### config.mk
export PLATFORM = sky130hd
export DESIGN_NAME = soc_top
export DESIGN_NICKNAME = d
export VERILOG_FILES = /design/src/hdl/soc_pkg.sv /design/src/hdl/soc_top.sv /design/src/hdl/int_ctrl.sv /design/src/hdl/gpio_dev.sv /design/src/hdl/dev_table.sv /design/src/hdl/pi1_router.sv /design/src/hdl/soc_reset_ctrl.sv
export VERILOG_INCLUDE_DIRS = /design/src /design/src/hdl
export SDC_FILE = /design/constraint.sdc
export NUM_CORES = 1
export LEC_CHECK = 0
export ABC_CLOCK_PERIOD_IN_PS = 3100
export BUFFER_PORTS_ARGS = -buffer_cell sky130_fd_sc_hd__buf_2
export CAP_MARGIN = 40
export CORE_MARGIN = 2
export CORE_UTILIZATION = 50
export CTS_BUF_LIST = sky130_fd_sc_hd__clkbuf_2 sky130_fd_sc_hd__clkbuf_4 sky130_fd_sc_hd__clkbuf_8
export CTS_CLUSTER_SIZE = 14
export DETAILED_ROUTE_END_ITERATION = 6
export GPL_TIMING_DRIVEN = 0
export PLACE_DENSITY = 0.84
export SLEW_MARGIN = 10
export SYNTH_ARGS = -nofsm -noshare
export SYNTH_HDL_FRONTEND = slang
export SYNTH_SLANG_ARGS = --single-unit
### constraint.sdc
create_clock -name clk100mhz -period 3.1 [get_ports clk100mhz]
set_input_delay 0.93 -clock clk100mhz [delete_from_list [all_inputs] [get_ports clk100mhz]]
set_output_delay 0.93 -clock clk100mhz [all_outputs]
set_load 0.01 [all_outputs]
### src/hdl/soc_config.svh
// Widths, address map, device ids and counter sizes of the peripheral fabric.
// Included by the package, the RTL modules and the testbench.
`ifndef SOC_CONFIG_SVH
`define SOC_CONFIG_SVH

`define ARCH_BITSZ      32
`define ADDR_BITSZ      30
`define SEL_BITSZ       4
`define GPIO_COUNT      8

// ********************
// Address map. Slots sit in this order, everything else is the invalid device.
`define SLOT_WORDS      16
`define SLOT_ADDR_BITSZ 4
`define DEVTBL_BASE     30'd0
`define GPIO_BASE       30'd16
`define INTCTRL_BASE    30'd32
`define INVALID_MAPSZ   1024
`define DEV_COUNT       4
`define SLOT_DEVTBL     2'd0
`define SLOT_GPIO       2'd1
`define SLOT_INTCTRL    2'd2
`define SLOT_INVALID    2'd3

// ********************
// Device ids and interrupt use per slot.
`define DEVTBL_ID       7'd7
`define GPIO_ID         7'd6
`define INTCTRL_ID      7'd3
`define INVALID_ID      7'd0
`define DEVTBL_USEINTR  1'b0
`define GPIO_USEINTR    1'b1
`define INTCTRL_USEINTR 1'b0
`define INVALID_USEINTR 1'b0

`define RST_CNTR_BITSZ  4
`define INT_SRC_COUNT   2
`define INT_SRC_GPIO    0
`define INT_SRC_INVALID 1

`endif
### src/hdl/soc_pkg.sv
// Bus operation, slot index and device table entry types.
// Imported by the fabric modules and the testbench.
`include "soc_config.svh"

package soc_pkg;

	typedef enum logic [1:0] {
		NONE  = 2'b00,
		WRITE = 2'b01,
		READ  = 2'b10,
		SWAP  = 2'b11 // Read and write in one transfer.
	} pi1_op_t;

	typedef logic [1:0] slot_idx_t;

	typedef struct packed {
		logic        useintr;
		logic [6:0]  id;
		logic [23:0] mapsz;
	} devtbl_fields_t;

	// One table word, seen either as it travels on the bus or as its fields.
	typedef union packed {
		logic [`ARCH_BITSZ-1:0] raw;
		devtbl_fields_t         f;
	} devtbl_entry_u;

endpackage

### src/hdl/soc_top.sv
// Peripheral fabric top. One PI1 master port drives the device table, GPIO
// and interrupt controller through the router, all on clk100mhz.
`timescale 1ns/1ns
`include "soc_config.svh"

module soc_top import soc_pkg::*; (
	input  logic                   clk100mhz,
	input  logic                   rst_p,
	input  pi1_op_t                op_i,
	input  logic [`ADDR_BITSZ-1:0] addr_i,
	input  logic [`ARCH_BITSZ-1:0] data_i,
	input  logic [`SEL_BITSZ-1:0]  sel_i,
	input  logic [`GPIO_COUNT-1:0] gp_i,
	input  logic                   intrdy_i,
	output logic [`ARCH_BITSZ-1:0] data_o,
	output logic                   rdy_o,
	output logic [`GPIO_COUNT-1:1] gp_o,
	output logic                   intrqst_o,
	output logic                   sys_rst_o
);

	logic                        warm_rst_w;
	logic                        pwroff_w;
	pi1_op_t                     s_op_w [`DEV_COUNT-1];
	logic [`SLOT_ADDR_BITSZ-1:0] s_addr_w;
	logic [`ARCH_BITSZ-1:0]      s_wdata_w;
	logic [`SEL_BITSZ-1:0]       s_sel_w;
	logic [`ARCH_BITSZ-1:0]      s_rdata_w [`DEV_COUNT-1];
	logic [`DEV_COUNT-2:0]       s_rdy_w;
	logic [`INT_SRC_COUNT-1:0]   src_req_w;
	logic [`INT_SRC_COUNT-1:0]   src_ack_w;

	soc_reset_ctrl rst_ctrl0 (
		.clk100mhz  (clk100mhz),
		.rst_p      (rst_p),
		.warm_rst_i (warm_rst_w),
		.pwroff_i   (pwroff_w),
		.sys_rst_o  (sys_rst_o)
	);

	pi1_router router0 (
		.clk100mhz     (clk100mhz),
		.sys_rst_i     (sys_rst_o),
		.m_op_i        (op_i),
		.m_addr_i      (addr_i),
		.m_data_i      (data_i),
		.m_sel_i       (sel_i),
		.m_data_o      (data_o),
		.m_rdy_o       (rdy_o),
		.s_op_o        (s_op_w),
		.s_addr_o      (s_addr_w),
		.s_data_o      (s_wdata_w),
		.s_sel_o       (s_sel_w),
		.s_data_i      (s_rdata_w),
		.s_rdy_i       (s_rdy_w),
		.errintr_o     (src_req_w[`INT_SRC_INVALID]),
		.errintr_ack_i (src_ack_w[`INT_SRC_INVALID])
	);

	// ********************
	// Device slots.
	dev_table devtbl0 (
		.clk100mhz  (clk100mhz),
		.sys_rst_i  (sys_rst_o),
		.op_i       (s_op_w[`SLOT_DEVTBL]),
		.addr_i     (s_addr_w),
		.data_i     (s_wdata_w),
		.sel_i      (s_sel_w),
		.data_o     (s_rdata_w[`SLOT_DEVTBL]),
		.rdy_o      (s_rdy_w[`SLOT_DEVTBL]),
		.warm_rst_o (warm_rst_w),
		.pwroff_o   (pwroff_w)
	);

	gpio_dev gpio0 (
		.clk100mhz  (clk100mhz),
		.sys_rst_i  (sys_rst_o),
		.op_i       (s_op_w[`SLOT_GPIO]),
		.addr_i     (s_addr_w),
		.data_i     (s_wdata_w),
		.sel_i      (s_sel_w),
		.gp_i       (gp_i),
		.intr_ack_i (src_ack_w[`INT_SRC_GPIO]),
		.data_o     (s_rdata_w[`SLOT_GPIO]),
		.rdy_o      (s_rdy_w[`SLOT_GPIO]),
		.gp_o       (gp_o),
		.intr_req_o (src_req_w[`INT_SRC_GPIO])
	);

	int_ctrl intctrl0 (
		.clk100mhz (clk100mhz),
		.sys_rst_i (sys_rst_o),
		.op_i      (s_op_w[`SLOT_INTCTRL]),
		.addr_i    (s_addr_w),
		.data_i    (s_wdata_w),
		.sel_i     (s_sel_w),
		.src_req_i (src_req_w),
		.intrdy_i  (intrdy_i),
		.data_o    (s_rdata_w[`SLOT_INTCTRL]),
		.rdy_o     (s_rdy_w[`SLOT_INTCTRL]),
		.src_ack_o (src_ack_w),
		.intrqst_o (intrqst_o)
	);

endmodule

### src/hdl/int_ctrl.sv
// Interrupt controller. Takes the lowest pending source, passes it to the one
// destination over four-phase req/ack, and reports the source index on word 0.
`timescale 1ns/1ns
`include "soc_config.svh"

module int_ctrl import soc_pkg::*; (
	input  logic                        clk100mhz,
	input  logic                        sys_rst_i,
	input  pi1_op_t                     op_i,
	input  logic [`SLOT_ADDR_BITSZ-1:0] addr_i,
	input  logic [`ARCH_BITSZ-1:0]      data_i,
	input  logic [`SEL_BITSZ-1:0]       sel_i,
	input  logic [`INT_SRC_COUNT-1:0]   src_req_i,
	input  logic                        intrdy_i,
	output logic [`ARCH_BITSZ-1:0]      data_o,
	output logic                        rdy_o,
	output logic [`INT_SRC_COUNT-1:0]   src_ack_o,
	output logic                        intrqst_o
);

	localparam int src_idx_bitsz = $clog2(`INT_SRC_COUNT);

	logic                      req_w;
	logic [src_idx_bitsz-1:0]  grant_w;
	logic                      grant_vld_w;
	logic [`INT_SRC_COUNT-1:0] src_ack_q;
	logic [src_idx_bitsz-1:0]  last_src_q;
	logic                      intrqst_q;
	logic                      rdy_q;
	logic [`ARCH_BITSZ-1:0]    data_q;

	// Registers here are read-only, so writes complete without effect.
	assign req_w = (op_i != NONE) && !rdy_q;

	always_comb begin
		grant_w     = '0;
		grant_vld_w = 1'b0;
		for (int i = `INT_SRC_COUNT-1; i >= 0; i--) begin
			if (src_req_i[i] && !src_ack_q[i]) begin
				grant_w     = src_idx_bitsz'(i); // Lowest index wins.
				grant_vld_w = 1'b1;
			end
		end
	end

	always_ff @(posedge clk100mhz) begin
		if (sys_rst_i) begin
			src_ack_q  <= '0;
			last_src_q <= '0;
			intrqst_q  <= 1'b0;
		end else begin
			for (int i = 0; i < `INT_SRC_COUNT; i++) begin
				if (!src_req_i[i]) begin
					src_ack_q[i] <= 1'b0;
				end
			end
			if (intrqst_q && intrdy_i) begin
				intrqst_q <= 1'b0;
			end else if (!intrqst_q && !intrdy_i && grant_vld_w) begin
				src_ack_q[grant_w] <= 1'b1;
				last_src_q         <= grant_w;
				intrqst_q          <= 1'b1;
			end
		end
	end

	always_ff @(posedge clk100mhz) begin
		if (sys_rst_i) begin
			rdy_q <= 1'b0;
		end else begin
			rdy_q <= req_w;
		end
	end

	always_ff @(posedge clk100mhz) begin
		if (req_w) begin
			data_q <= (addr_i == '0) ?
				{{(`ARCH_BITSZ-src_idx_bitsz){1'b0}}, last_src_q} : '0;
		end
	end

	assign data_o    = data_q;
	assign rdy_o     = rdy_q;
	assign src_ack_o = src_ack_q;
	assign intrqst_o = intrqst_q;

endmodule

### src/hdl/gpio_dev.sv
// GPIO slot. Word 0 reads the synchronized inputs, word 1 holds the outputs;
// an input change since the last read of word 0 requests an interrupt.
`timescale 1ns/1ns
`include "soc_config.svh"

module gpio_dev import soc_pkg::*; (
	input  logic                        clk100mhz,
	input  logic                        sys_rst_i,
	input  pi1_op_t                     op_i,
	input  logic [`SLOT_ADDR_BITSZ-1:0] addr_i,
	input  logic [`ARCH_BITSZ-1:0]      data_i,
	input  logic [`SEL_BITSZ-1:0]       sel_i,
	input  logic [`GPIO_COUNT-1:0]      gp_i,
	input  logic                        intr_ack_i,
	output logic [`ARCH_BITSZ-1:0]      data_o,
	output logic                        rdy_o,
	output logic [`GPIO_COUNT-1:1]      gp_o,
	output logic                        intr_req_o
);

	logic                   req_w;
	logic                   rd_w;
	logic                   wr_w;
	logic [`ARCH_BITSZ-1:0] rd_data_w;
	logic [`GPIO_COUNT-1:0] gp_s1;
	logic [`GPIO_COUNT-1:0] gp_s2;
	logic [`GPIO_COUNT-1:0] last_rd_q;
	logic [`GPIO_COUNT-1:1] out_q;
	logic                   rdy_q;
	logic                   intr_q;
	logic [`ARCH_BITSZ-1:0] data_q;

	assign req_w = (op_i != NONE) && !rdy_q;
	assign rd_w  = req_w && ((op_i == READ) || (op_i == SWAP));
	assign wr_w  = req_w && ((op_i == WRITE) || (op_i == SWAP));

	always_comb begin
		case (addr_i)
			'd0:     rd_data_w = {{(`ARCH_BITSZ-`GPIO_COUNT){1'b0}}, gp_s2};
			'd1:     rd_data_w = {{(`ARCH_BITSZ-`GPIO_COUNT){1'b0}}, out_q, 1'b0};
			default: rd_data_w = '0;
		endcase
	end

	always_ff @(posedge clk100mhz) begin
		if (sys_rst_i) begin
			gp_s1     <= '0;
			gp_s2     <= '0;
			last_rd_q <= '0;
			out_q     <= '0;
			rdy_q     <= 1'b0;
		end else begin
			gp_s1 <= gp_i;
			gp_s2 <= gp_s1;
			rdy_q <= req_w;
			if (rd_w && (addr_i == '0)) begin
				last_rd_q <= gp_s2; // Software has now seen this input value.
			end
			if (wr_w && (addr_i == 'd1) && sel_i[0]) begin
				out_q <= data_i[`GPIO_COUNT-1:1];
			end
		end
	end

	// Four-phase request, raised again after ack falls while the change is unread.
	always_ff @(posedge clk100mhz) begin
		if (sys_rst_i) begin
			intr_q <= 1'b0;
		end else if (intr_ack_i) begin
			intr_q <= 1'b0;
		end else if (gp_s2 != last_rd_q) begin
			intr_q <= 1'b1;
		end
	end

	always_ff @(posedge clk100mhz) begin
		if (req_w) begin
			data_q <= rd_data_w;
		end
	end

	assign data_o     = data_q;
	assign rdy_o      = rdy_q;
	assign gp_o       = out_q;
	assign intr_req_o = intr_q;

endmodule

### src/hdl/dev_table.sv
// Device table slot. Word 0 takes software reset commands, words 1 and up
// describe each slot of the address map.
`timescale 1ns/1ns
`include "soc_config.svh"

module dev_table import soc_pkg::*; (
	input  logic                        clk100mhz,
	input  logic                        sys_rst_i,
	input  pi1_op_t                     op_i,
	input  logic [`SLOT_ADDR_BITSZ-1:0] addr_i,
	input  logic [`ARCH_BITSZ-1:0]      data_i,
	input  logic [`SEL_BITSZ-1:0]       sel_i,
	output logic [`ARCH_BITSZ-1:0]      data_o,
	output logic                        rdy_o,
	output logic                        warm_rst_o,
	output logic                        pwroff_o
);

	localparam logic [`SLOT_ADDR_BITSZ-1:0] last_entry = `DEV_COUNT;

	logic                   req_w;
	logic                   wr_w;
	logic [`ARCH_BITSZ-1:0] rd_w;
	logic                   rdy_q;
	logic [1:0]             cmd_q;
	logic [`ARCH_BITSZ-1:0] data_q;

	function automatic logic [`ARCH_BITSZ-1:0] slot_entry(input slot_idx_t slot);
		devtbl_entry_u e;
		e.raw = '0;
		case (slot)
			`SLOT_DEVTBL: begin
				e.f.useintr = `DEVTBL_USEINTR;
				e.f.id      = `DEVTBL_ID;
				e.f.mapsz   = 24'(`SLOT_WORDS);
			end
			`SLOT_GPIO: begin
				e.f.useintr = `GPIO_USEINTR;
				e.f.id      = `GPIO_ID;
				e.f.mapsz   = 24'(`SLOT_WORDS);
			end
			`SLOT_INTCTRL: begin
				e.f.useintr = `INTCTRL_USEINTR;
				e.f.id      = `INTCTRL_ID;
				e.f.mapsz   = 24'(`SLOT_WORDS);
			end
			default: begin
				e.f.useintr = `INVALID_USEINTR;
				e.f.id      = `INVALID_ID;
				e.f.mapsz   = 24'(`INVALID_MAPSZ);
			end
		endcase
		return e.raw;
	endfunction

	assign req_w = (op_i != NONE) && !rdy_q;
	assign wr_w  = req_w && ((op_i == WRITE) || (op_i == SWAP));

	always_comb begin
		if (addr_i == '0) begin
			rd_w = {{(`ARCH_BITSZ-2){1'b0}}, cmd_q};
		end else if (addr_i <= last_entry) begin
			rd_w = slot_entry(slot_idx_t'(addr_i - 1'b1));
		end else begin
			rd_w = '0;
		end
	end

	always_ff @(posedge clk100mhz) begin
		if (sys_rst_i) begin
			rdy_q <= 1'b0;
			cmd_q <= 2'b00; // The command is done once the reset takes hold.
		end else begin
			rdy_q <= req_w;
			if (wr_w && (addr_i == '0) && sel_i[0]) begin
				cmd_q <= data_i[1:0];
			end
		end
	end

	always_ff @(posedge clk100mhz) begin
		if (req_w) begin
			data_q <= rd_w;
		end
	end

	assign data_o     = data_q;
	assign rdy_o      = rdy_q;
	assign warm_rst_o = cmd_q[1]; // Cold reset runs as a warm reset.
	assign pwroff_o   = cmd_q[0] && !cmd_q[1];

endmodule

### src/hdl/pi1_router.sv
// PI1 address router. Steers the single master onto the device slots and
// answers unmapped addresses itself, raising an interrupt for each such access.
`timescale 1ns/1ns
`include "soc_config.svh"

module pi1_router import soc_pkg::*; (
	input  logic                        clk100mhz,
	input  logic                        sys_rst_i,
	input  pi1_op_t                     m_op_i,
	input  logic [`ADDR_BITSZ-1:0]      m_addr_i,
	input  logic [`ARCH_BITSZ-1:0]      m_data_i,
	input  logic [`SEL_BITSZ-1:0]       m_sel_i,
	output logic [`ARCH_BITSZ-1:0]      m_data_o,
	output logic                        m_rdy_o,
	output pi1_op_t                     s_op_o [`DEV_COUNT-1],
	output logic [`SLOT_ADDR_BITSZ-1:0] s_addr_o,
	output logic [`ARCH_BITSZ-1:0]      s_data_o,
	output logic [`SEL_BITSZ-1:0]       s_sel_o,
	input  logic [`ARCH_BITSZ-1:0]      s_data_i [`DEV_COUNT-1],
	input  logic [`DEV_COUNT-2:0]       s_rdy_i,
	output logic                        errintr_o,
	input  logic                        errintr_ack_i
);

	localparam logic [`ADDR_BITSZ-1:0] slot_base [`DEV_COUNT-1] = '{
		`DEVTBL_BASE,
		`GPIO_BASE,
		`INTCTRL_BASE
	};

	slot_idx_t sel_w;
	logic      inval_w;
	logic      errintr_q;

	// ********************
	// Decode and forwarding.
	always_comb begin
		sel_w = `SLOT_INVALID;
		for (int i = 0; i < `DEV_COUNT-1; i++) begin
			if (m_addr_i[`ADDR_BITSZ-1:`SLOT_ADDR_BITSZ] ==
					slot_base[i][`ADDR_BITSZ-1:`SLOT_ADDR_BITSZ]) begin
				sel_w = slot_idx_t'(i);
			end
		end
	end

	always_comb begin
		for (int i = 0; i < `DEV_COUNT-1; i++) begin
			s_op_o[i] = (sel_w == slot_idx_t'(i)) ? m_op_i : NONE;
		end
	end

	assign s_addr_o = m_addr_i[`SLOT_ADDR_BITSZ-1:0]; // Offset within the slot.
	assign s_data_o = m_data_i;
	assign s_sel_o  = m_sel_i;

	assign inval_w = (sel_w == `SLOT_INVALID) && (m_op_i != NONE);

	always_comb begin
		if (sel_w == `SLOT_INVALID) begin
			m_data_o = '0;
			m_rdy_o  = inval_w; // The invalid device answers at once.
		end else begin
			m_data_o = s_data_i[sel_w];
			m_rdy_o  = s_rdy_i[sel_w];
		end
	end

	// ********************
	// Invalid access interrupt.
	// Accesses made while ack is still high fold into the request already delivered.
	always_ff @(posedge clk100mhz) begin
		if (sys_rst_i) begin
			errintr_q <= 1'b0;
		end else if (errintr_ack_i) begin
			errintr_q <= 1'b0;
		end else if (inval_w) begin
			errintr_q <= 1'b1;
		end
	end

	assign errintr_o = errintr_q;

endmodule

### src/hdl/soc_reset_ctrl.sv
// Reset controller. Stretches board and warm resets into the system reset
// and keeps a power-off latched until the next board reset.
`timescale 1ns/1ns
`include "soc_config.svh"

module soc_reset_ctrl (
	input  logic clk100mhz,
	input  logic rst_p,
	input  logic warm_rst_i,
	input  logic pwroff_i,
	output logic sys_rst_o
);

	logic [`RST_CNTR_BITSZ-1:0] rst_cntr;
	logic                       pwroff_q;

	always_ff @(posedge clk100mhz) begin
		if (rst_p || warm_rst_i) begin
			rst_cntr <= '1; // Hold-off restarts from full count.
		end else if (rst_cntr != '0) begin
			rst_cntr <= rst_cntr - 1'b1;
		end
	end

	always_ff @(posedge clk100mhz) begin
		if (rst_p) begin
			pwroff_q <= 1'b0;
		end else if (pwroff_i) begin
			pwroff_q <= 1'b1; // Only the board reset brings the system back.
		end
	end

	assign sys_rst_o = rst_p || (rst_cntr != '0) || pwroff_q;

endmodule

==> results_dict.tcl, run 1 <==
set metrics [dict create \
    run_status "finished with violations" \
    violations "setup timing" \
    cp.required_ns 2.17 \
    tightest_slew_ns 0.763 \
    rsz0062_at_grt "true" \
    syn_area_per_cell_um2 10.2 \
    cts_sinks 63 \
    drt-total-wl_um 6910 \
    grt_pass1_vias 2271 \
    clockRootBuffer "clkbuf_8" \
    cts_hold_buf 0 \
    seqCellArea_um2 1420 \
    drt-initial-drc-count 120 \
    vias_per_cell 5.19 \
    initial_core_util_pct 51.2 \
    multiInputGateArea_um2 1510 \
    seq_area_frac_synth_pct 47.2 \
    fin_nets 493 \
    cts_tree "built" \
    netlist_instances 295 \
    place.gp.congestion 0.833 \
    yosys-top-cells-area "dfxtp_1 (31%), edfxtp_1 (16%), and2_1 (5.8%)" \
    synth_edf_count 16 \
    fillers 478 \
    synth_ff_type "dfxtp_1" \
    grt_max_degree 18 \
    start_kind "input pin" \
    synth_area_leader_cell "dfxtp_1" \
    row_count 28 \
    max_slew_margin_pct 49.0 \
    synth_area_um2 3010 \
    use_met3_pct 5.38 \
    peakVddDrop_mv 0.317 \
    pin_count 121 \
    reg2reg_from "rst_ctrl0.rst_cntr[0]" \
    endpoint_kind "output pin" \
    hold_path_class "reg2reg" \
    grt_pass1_wl_um 10600 \
    synth.distinct_cells 44 \
    power_density_nw_per_um2 418 \
    critPathMaxFanout 7 \
    power.total_uw 1650 \
    ys_seq_elements 63 \
    setup_viol 11 \
    busiest_layer "met2" \
    antenna_found_initial 0 \
    hold_violations 0 \
    fin_util_pct 67.0 \
    yosys_warnings 0 \
    antenna_cells 0 \
    drc 0 \
    fmax_mhz 312 \
    grt_overflow 0 \
    max_cap_violations 0 \
    die-area_um2 6660 \
    htreeDepth 3 \
    track_usage_pct 21.4 \
    clkTransAtPathRegs_ns 0.07 \
    die_h_um 81.6 \
    dr_total_vias 2523 \
    ant_nets 0 \
    cp.arrival_ns 2.28 \
    path_class "in2out" \
    hold_ws_ns 0.431 \
    drtPass1Iterations 5 \
    post-dp-hpwl_um 4930 \
    finClkSkew_ns 0.00898 \
    die_w_um 81.6 \
    wl_per_cell_um 14.2 \
    worstHoldStart "gpio0.gp_s1[1]" \
    async_flop_share_pct 0 \
    numCtsBuffers 9 \
    crit_path_start "addr_i[6]" \
    fin_crit_sh_pct 104 \
    drive_gt1_share_pct 35.8 \
    port-buffer-count 74 \
    grt_use_met2_pct 38.7 \
    area_growth_pct 30.9 \
    clk_latency_ns 0.34 \
    period_needed_ns 3.21 \
    slew_viol_final 0 \
    layout_setup_ws_ns -0.110 \
    synth.top_cell.area_share_pct 31.2 \
    core_area_um2 5890 \
    grtUsageMet1_pct 23.9 \
    clockBufferDepth 2 \
    leakage_uw 0.00169 \
    pre_cts_slack_ns -0.503 \
]
==> cells in the final DEF (no fill, tap or decap), drive strengths merged, types with 7 or more instances in the layout <==
master  Yosys  routed
dfxtp      47      47
a22o        7       7
edfxtp     16      16
xnor2       8       8
nor3       13      13
and2       28      28
nand2      24      24
buf        22     105
conb        1      19
nor4       11      11
nand3      13      13
nor2       13      13
a21oi      12      12
o21ai      11      11
mux2i      12      12
inv         9       9
clkbuf      7      14
ha          8       8
==> Yosys cell counts (2+ instances only) <==
cell      count
nor3_1       12
nand2_1      23
edfxtp_1     16
a22o_1        7
nor4_4        7
a21oi_1      12
nor3b_1       3
mux2i_1      12
dfxtp_1      47
buf_4        19
xnor2_1       8
and3_1        5
nand4_1       2
nand3_1      13
clkbuf_1      7
and4_1        2
a211oi_1      2
buf_2         3
nor4_1        4
o21ai_0      11
xor2_1        2
and2_1       28
ha_1          8
inv_1         8
nand2b_1      3
nor2_1       13
==> critical path, cell delays in order <==
cell	delay [ns]
buf_6	0.10
nor4_4	0.35
nand4_4	0.22
nor3_4	0.37
and2_4	0.21
buf_6	0.10
==> layout make-up <==
cell class | instances | share of cell area (%)
Clock inverter | 7 | 1.62
Sequential cell | 63 | 36.1
Timing Repair Buffer | 84 | 12.9
Clock buffer | 9 | 3.14
Buffer | 27 | 4.63
Tap cell | 75 | 2.38
Inverter | 9 | 0.857
Multi-Input combinational cell | 212 | 38.4
==> metrics by stage <==
step           cell area [µm²]  std cells  setup TNS [ns]
5_1_grt                   3940        486           -1.81
3_5_place_dp              3570        464           -5.71
2_1_floorplan             3090        313               0
3_3_place_gp              3550        462           -9.19
6_report                  3940        486          -0.674
4_1_cts                   3890        485          -0.443
==> repair_timing <==
action | 4_1_cts | 5_1_grt
buffers inserted | 7 | 1
pin swaps | 13 | 13
setup endpoints to repair | 15 | 14
resized for setup | 19 | 9
==> registers in the layout (all words and copies together), names as in the netlist, 2 cells and up <==
register	flops
gpio0.data_o	8
gpio0.gp_s1	8
gpio0.gp_s2	8
gpio0.last_rd_q	8
devtbl0.data_o	7
gpio0.gp_o	7
rst_ctrl0.rst_cntr	4
devtbl0.cmd_q	2
intctrl0.src_ack_o	2
==> path summary, 6_finish.rpt <==
| check | cells after the start | to | slack, ns |
|---|---|---|---|
| worst max-delay path | 6 | data_o[3] | -0.11 |
| worst min-delay path | 1 | gpio0.gp_s2[1] | 0.43 |
| worst min register to register | 1 | gpio0.gp_s2[1] | 0.43 |
| worst max register to register | 8 | devtbl0.cmd_q[1] | 0.99 |
==> cell families after synthesis <==
family	after synthesis	synth area share (%)
AO/OA/AOI/OAI	37	7.68
XOR/XNOR	10	2.91
adder cells (fa/ha/maj)	8	3.32
buffers and inverters	38	7.23
flip-flops	63	47.2
multiplexers	13	4.36
other	1	0.124
AND/OR/NAND/NOR	125	27.2
==> per-layer routing <==
| layer | vias up | wire (µm) |
|---|---|---|
| met4 | 0 | 111 |
| li1 | 1222 | - |
| met2 | 112 | 3440 |
| met1 | 1175 | 2740 |
| met5 | - | 0 |
| met3 | 14 | 614 |
==> where the power goes <==
group,internal [µW],switching [µW],leakage [µW]
clock network,363,311,0.0000924
registers,842,2.54,0.000534
logic,64.0,66.1,0.00106
No activity file was read; power rests on OpenSTA's default activity.
==> run 2: changes to the inputs <==
--- a/config.mk
+++ b/config.mk
@@ -14,7 +14,6 @@
 export CTS_BUF_LIST = sky130_fd_sc_hd__clkbuf_2 sky130_fd_sc_hd__clkbuf_4 sky130_fd_sc_hd__clkbuf_8
 export CTS_CLUSTER_SIZE = 14
 export DETAILED_ROUTE_END_ITERATION = 6
-export GPL_TIMING_DRIVEN = 0
 export PLACE_DENSITY = 0.84
 export SLEW_MARGIN = 10
 export SYNTH_ARGS = -nofsm -noshare
==> results_dict.tcl, run 2 (synthesized netlist as in run 1, its figures left out) <==
set metrics [dict create \
    setup_viol 1 \
    reg2reg_from "rst_ctrl0.rst_cntr[0]" \
    grt_use_met2_pct 35.0 \
    drc 0 \
    finClkSkew_ns 0.00758 \
    start_kind "input pin" \
    worstHoldStart "gpio0.gp_s1[7]" \
    core_area_um2 5890 \
    cp.arrival_ns 2.17 \
    grt_max_degree 34 \
    cts_hold_buf 0 \
    run_status "finished with violations" \
    wl_per_cell_um 13.8 \
    cts_tree "built" \
    violations "setup timing" \
    busiest_layer "met2" \
    power.total_uw 1690 \
    drt-initial-drc-count 94 \
    drtPass1Iterations 4 \
    hold_ws_ns 0.424 \
    place.gp.congestion 0.881 \
    path_class "in2out" \
    initial_core_util_pct 51.2 \
    pin_count 121 \
    slew_viol_final 0 \
    grt_overflow 0 \
    grt_pass1_vias 2163 \
    peakVddDrop_mv 0.354 \
    cts_sinks 63 \
    post-dp-hpwl_um 4750 \
    grtUsageMet1_pct 22.1 \
    clk_latency_ns 0.34 \
    rr_worst_depth 7 \
    period_needed_ns 3.10 \
    endpoint_kind "output pin" \
    fin_crit_sh_pct 100 \
    die_w_um 81.6 \
    antenna_cells 0 \
    cp.required_ns 2.17 \
    vias_per_cell 5.19 \
    fin_util_pct 64.7 \
    layout_setup_ws_ns -0.00232 \
    clockRootBuffer "clkbuf_8" \
    use_met3_pct 3.30 \
    clkTransAtPathRegs_ns 0.06 \
    hold_violations 0 \
    htreeDepth 3 \
    layout_commonest_cell "buf_2" \
    drive_gt1_share_pct 33.6 \
    rsz0062_at_grt "true" \
    die-area_um2 6660 \
    max_cap_violations 0 \
    final_cell_mix "buf_2 (68), dfxtp_1 (47), and2_1 (27)" \
    hold_depth 1 \
    power_density_nw_per_um2 445 \
    hold_path_class "reg2reg" \
    area_growth_pct 26.4 \
    leakage_uw 0.00161 \
    dr_total_vias 2427 \
    clockBufferDepth 2 \
    antenna_found_initial 0 \
    track_usage_pct 19.6 \
    numCtsBuffers 9 \
    critPathMaxFanout 7 \
    ant_nets 0 \
    grt_pass1_wl_um 9740 \
    drt-total-wl_um 6460 \
    port-buffer-count 74 \
    fmax_mhz 322 \
    fin_nets 475 \
    crit_path_start "addr_i[21]" \
    row_count 28 \
    die_h_um 81.6 \
]
## run 2: cell count changes in the layout (fill, tap and decap cells not counted), sizes merged
| cell | change |
|---|---|
| buf | -12 |
| clkinv | -2 |
| clkinvlp | -2 |
| clkbuf | -1 |
| clkdlybuf4s15 | -1 |
## run 2: path summary, 6_finish.rpt
kind                     to  slack [ns]
max               data_o[2]      -0.002
min          gpio0.gp_s2[7]        0.42
max reg2reg   devtbl0.rdy_o        1.12
min reg2reg  gpio0.gp_s2[7]        0.42
## run 2: routing by layer
layer / vias up / routed length [µm]
met2: 99 / 3290
met3: 10 / 510
met5: - / 0
met4: 0 / 103
li1: 1179 / -
met1: 1139 / 2560
## run 2: critical path, cell delays in order
cell and delay [ns]:
buf_6 0.10, nor4_4 0.35, nand4_4 0.20, nor3_2 0.14
buf_4 0.16, and2_1 0.15, buf_2 0.14
## run 2: final cells by class
cell class	instances	area (µm²)
fillers	484	2080
clock inverters	3	40.0
well taps	75	93.8
repair buffers	93	551
flip-flops and latches	63	1420
inverters	9	33.8
clock buffers	13	173
multi-input cells	212	1500
## run 2: per-stage QoR
step,instance area [µm²],setup WS (ns),instances,setup TNS (ns)
2_1_floorplan,3090,0.0188,313,0
6_report,3810,-0.00232,468,-0.00232
3_3_place_gp,3480,-0.0388,448,-0.197
4_1_cts,3710,0.0000995,464,0
3_5_place_dp,3480,-0.0574,448,-0.347
5_1_grt,3810,-0.0869,468,-0.281
## run 2: power breakdown
group          total, µW  internal [µW]  switching [µW]
sequential           845            842            2.41
clock                737            443             294
combinational        111           48.9            62.0
## run 2: what timing repair did
action / 4_1_cts / 5_1_grt
buffers inserted: 0 / 4
endpoints found under the setup margin: 8 / 13
pin swaps: 5 / 10
resized for setup: 4 / 13
==> run 3: changes to the inputs <==
--- a/config.mk
+++ b/config.mk
@@ -11,10 +11,11 @@
 export CAP_MARGIN = 40
 export CORE_MARGIN = 2
 export CORE_UTILIZATION = 50
-export CTS_BUF_LIST = sky130_fd_sc_hd__clkbuf_2 sky130_fd_sc_hd__clkbuf_4 sky130_fd_sc_hd__clkbuf_8
+export CTS_BUF_LIST = sky130_fd_sc_hd__clkbuf_2
 export CTS_CLUSTER_SIZE = 14
 export DETAILED_ROUTE_END_ITERATION = 6
 export PLACE_DENSITY = 0.84
+export SETUP_SLACK_MARGIN = 0.3
 export SLEW_MARGIN = 10
 export SYNTH_ARGS = -nofsm -noshare
 export SYNTH_HDL_FRONTEND = slang
==> results_dict.tcl, run 3 (synthesized netlist as in run 1, its figures left out) <==
set metrics [dict create \
    crit_path_start "addr_i[9]" \
    die_h_um 81.6 \
    cts_sinks 63 \
    area_growth_pct 31.2 \
    post-dp-hpwl_um 4680 \
    numCtsBuffers 9 \
    dpl_cell_area_um2 3560 \
    wl_per_cell_um 14.2 \
    worstHoldStart "gpio0.gp_s1[0]" \
    slew_viol_final 0 \
    drc 0 \
    reg2reg_from "rst_ctrl0.rst_cntr[0]" \
    finClkSkew_ns 0.0260 \
    core_area_um2 5890 \
    ant_nets 0 \
    antenna_cells 0 \
    start_kind "input pin" \
    cpPeakStageDelay_ns 0.34 \
    setup_viol 5 \
    endpoint_kind "output pin" \
    critPathMaxFanout 5 \
    rsz0062_at_grt "true" \
    dpl.cell_count 449 \
    fin_area_um2 3950 \
    final_cell_mix "buf_2 (59), dfxtp_1 (45), buf_4 (29)" \
    clockRootBuffer "clkbuf_2" \
    drive_gt1_share_pct 38.9 \
    cp_top_family "simple AND/OR/NAND/NOR gates" \
    layout_commonest_cell "buf_2" \
    grt_overflow 0 \
    die_w_um 81.6 \
    path_class "in2out" \
    grt_pass1_vias 2399 \
    layout_setup_ws_ns -0.0473 \
    violations "setup timing" \
    max_cap_violations 0 \
    fmax_mhz 318 \
    peakVddDrop_mv 0.242 \
    drtPass1Iterations 4 \
    clockBufferDepth 2 \
    cp.required_ns 2.17 \
    port-buffer-count 74 \
    power_density_nw_per_um2 366 \
    hold_path_class "reg2reg" \
    path_buf_inv 3 \
    cts_tree "built" \
    fin_nets 488 \
    vias_per_cell 5.22 \
    leakage_uw 0.00171 \
    path_cells "buf_6 -> nor4_4 -> nand4_4 -> nor3_4 -> buf_6 -> and2_4 -> buf_6" \
    grt_max_degree 34 \
    cp.arrival_ns 2.22 \
    grt_pass1_wl_um 10600 \
    row_count 28 \
    drt-initial-drc-count 168 \
    fin_crit_sh_pct 102 \
    place.gp.congestion 0.844 \
    dr_total_vias 2510 \
    clk_latency_ns 0.48 \
    initial_core_util_pct 51.2 \
    die-area_um2 6660 \
    fin_cells 481 \
    drt-total-wl_um 6810 \
    clkTransAtPathRegs_ns 0.16 \
    hold_violations 0 \
    period_needed_ns 3.15 \
    pin_count 121 \
    run_status "finished with violations" \
    crit_top_cell "buf_6" \
    antenna_found_initial 0 \
    htreeDepth 3 \
    cp_slowest_cell "nor4_4" \
    track_usage_pct 21.3 \
]
run 3: cell count changes in the layout (fill, tap and decap cells not counted), sizes merged:
cell and change:
clkbuf -2, buf +13, clkinv +2
run 3: power by group:
part | internal, µW | switching (µW)
registers | 843 | 2.93
logic | 60.3 | 69.0
clock network | 188 | 283
run 3: final timing paths:
kind	endpoint	slack, ns	cells past startpoint
setup reg to reg	gpio0.gp_o[2]	1.13	9
hold reg to reg	gpio0.gp_s2[0]	0.43	1
setup / recovery	data_o[2]	-0.05	7
hold / removal	gpio0.gp_s2[0]	0.43	1
run 3: stage by stage:
step / worst slack (ns) / TNS, ns / util [%] / hold slack (ns) / power [µW]
after global placement: -0.118 / -0.642 / 60.6 / 0.408 / 968
after CTS: -0.0127 / -0.0372 / 66.1 / 0.435 / 1450
final: -0.0473 / -0.189 / 67.2 / 0.431 / 1450
after detailed placement: -0.130 / -0.845 / 60.6 / 0.411 / 972
after global routing: -0.115 / -0.770 / 67.2 / 0.453 / 1500
after floorplan: 0.161 / 0 / - / 0.406 / 932
run 3: cell type report:
class | count | area (µm²)
timing repair buffer | 106 | 716
clock inverter | 5 | 50.0
tap | 75 | 93.8
multi-input combinational | 212 | 1580
inverter | 9 | 36.3
sequential | 63 | 1420
fill | 469 | 1930
clock buffer | 11 | 55.1
run 3: metal layers:
layer / GRT usage (%) / share of wire (%)
met1: 22.9 / 39
met2: 39.2 / 52
met3: 3.74 / 6.5
met4: 12.0 / 2.1
met5: 0 / 0
run 3: what timing repair did:
item,4_1_cts,5_1_grt
hold buffers,0,0
pin swaps,22,3
endpoints found under the setup margin,15,15
setup buffers,11,5
gates resized for setup,29,5
run 3: worst reg2reg max path, cell delays in order (launching register included):
cell     delay (ns)
dfxtp_2        0.37
inv_2          0.08
ha_4           0.13
or3b_4         0.39
nor3_4         0.18
buf_4          0.14
buf_4          0.09
buf_4          0.26
nand2_1        0.11
mux2i_1        0.15
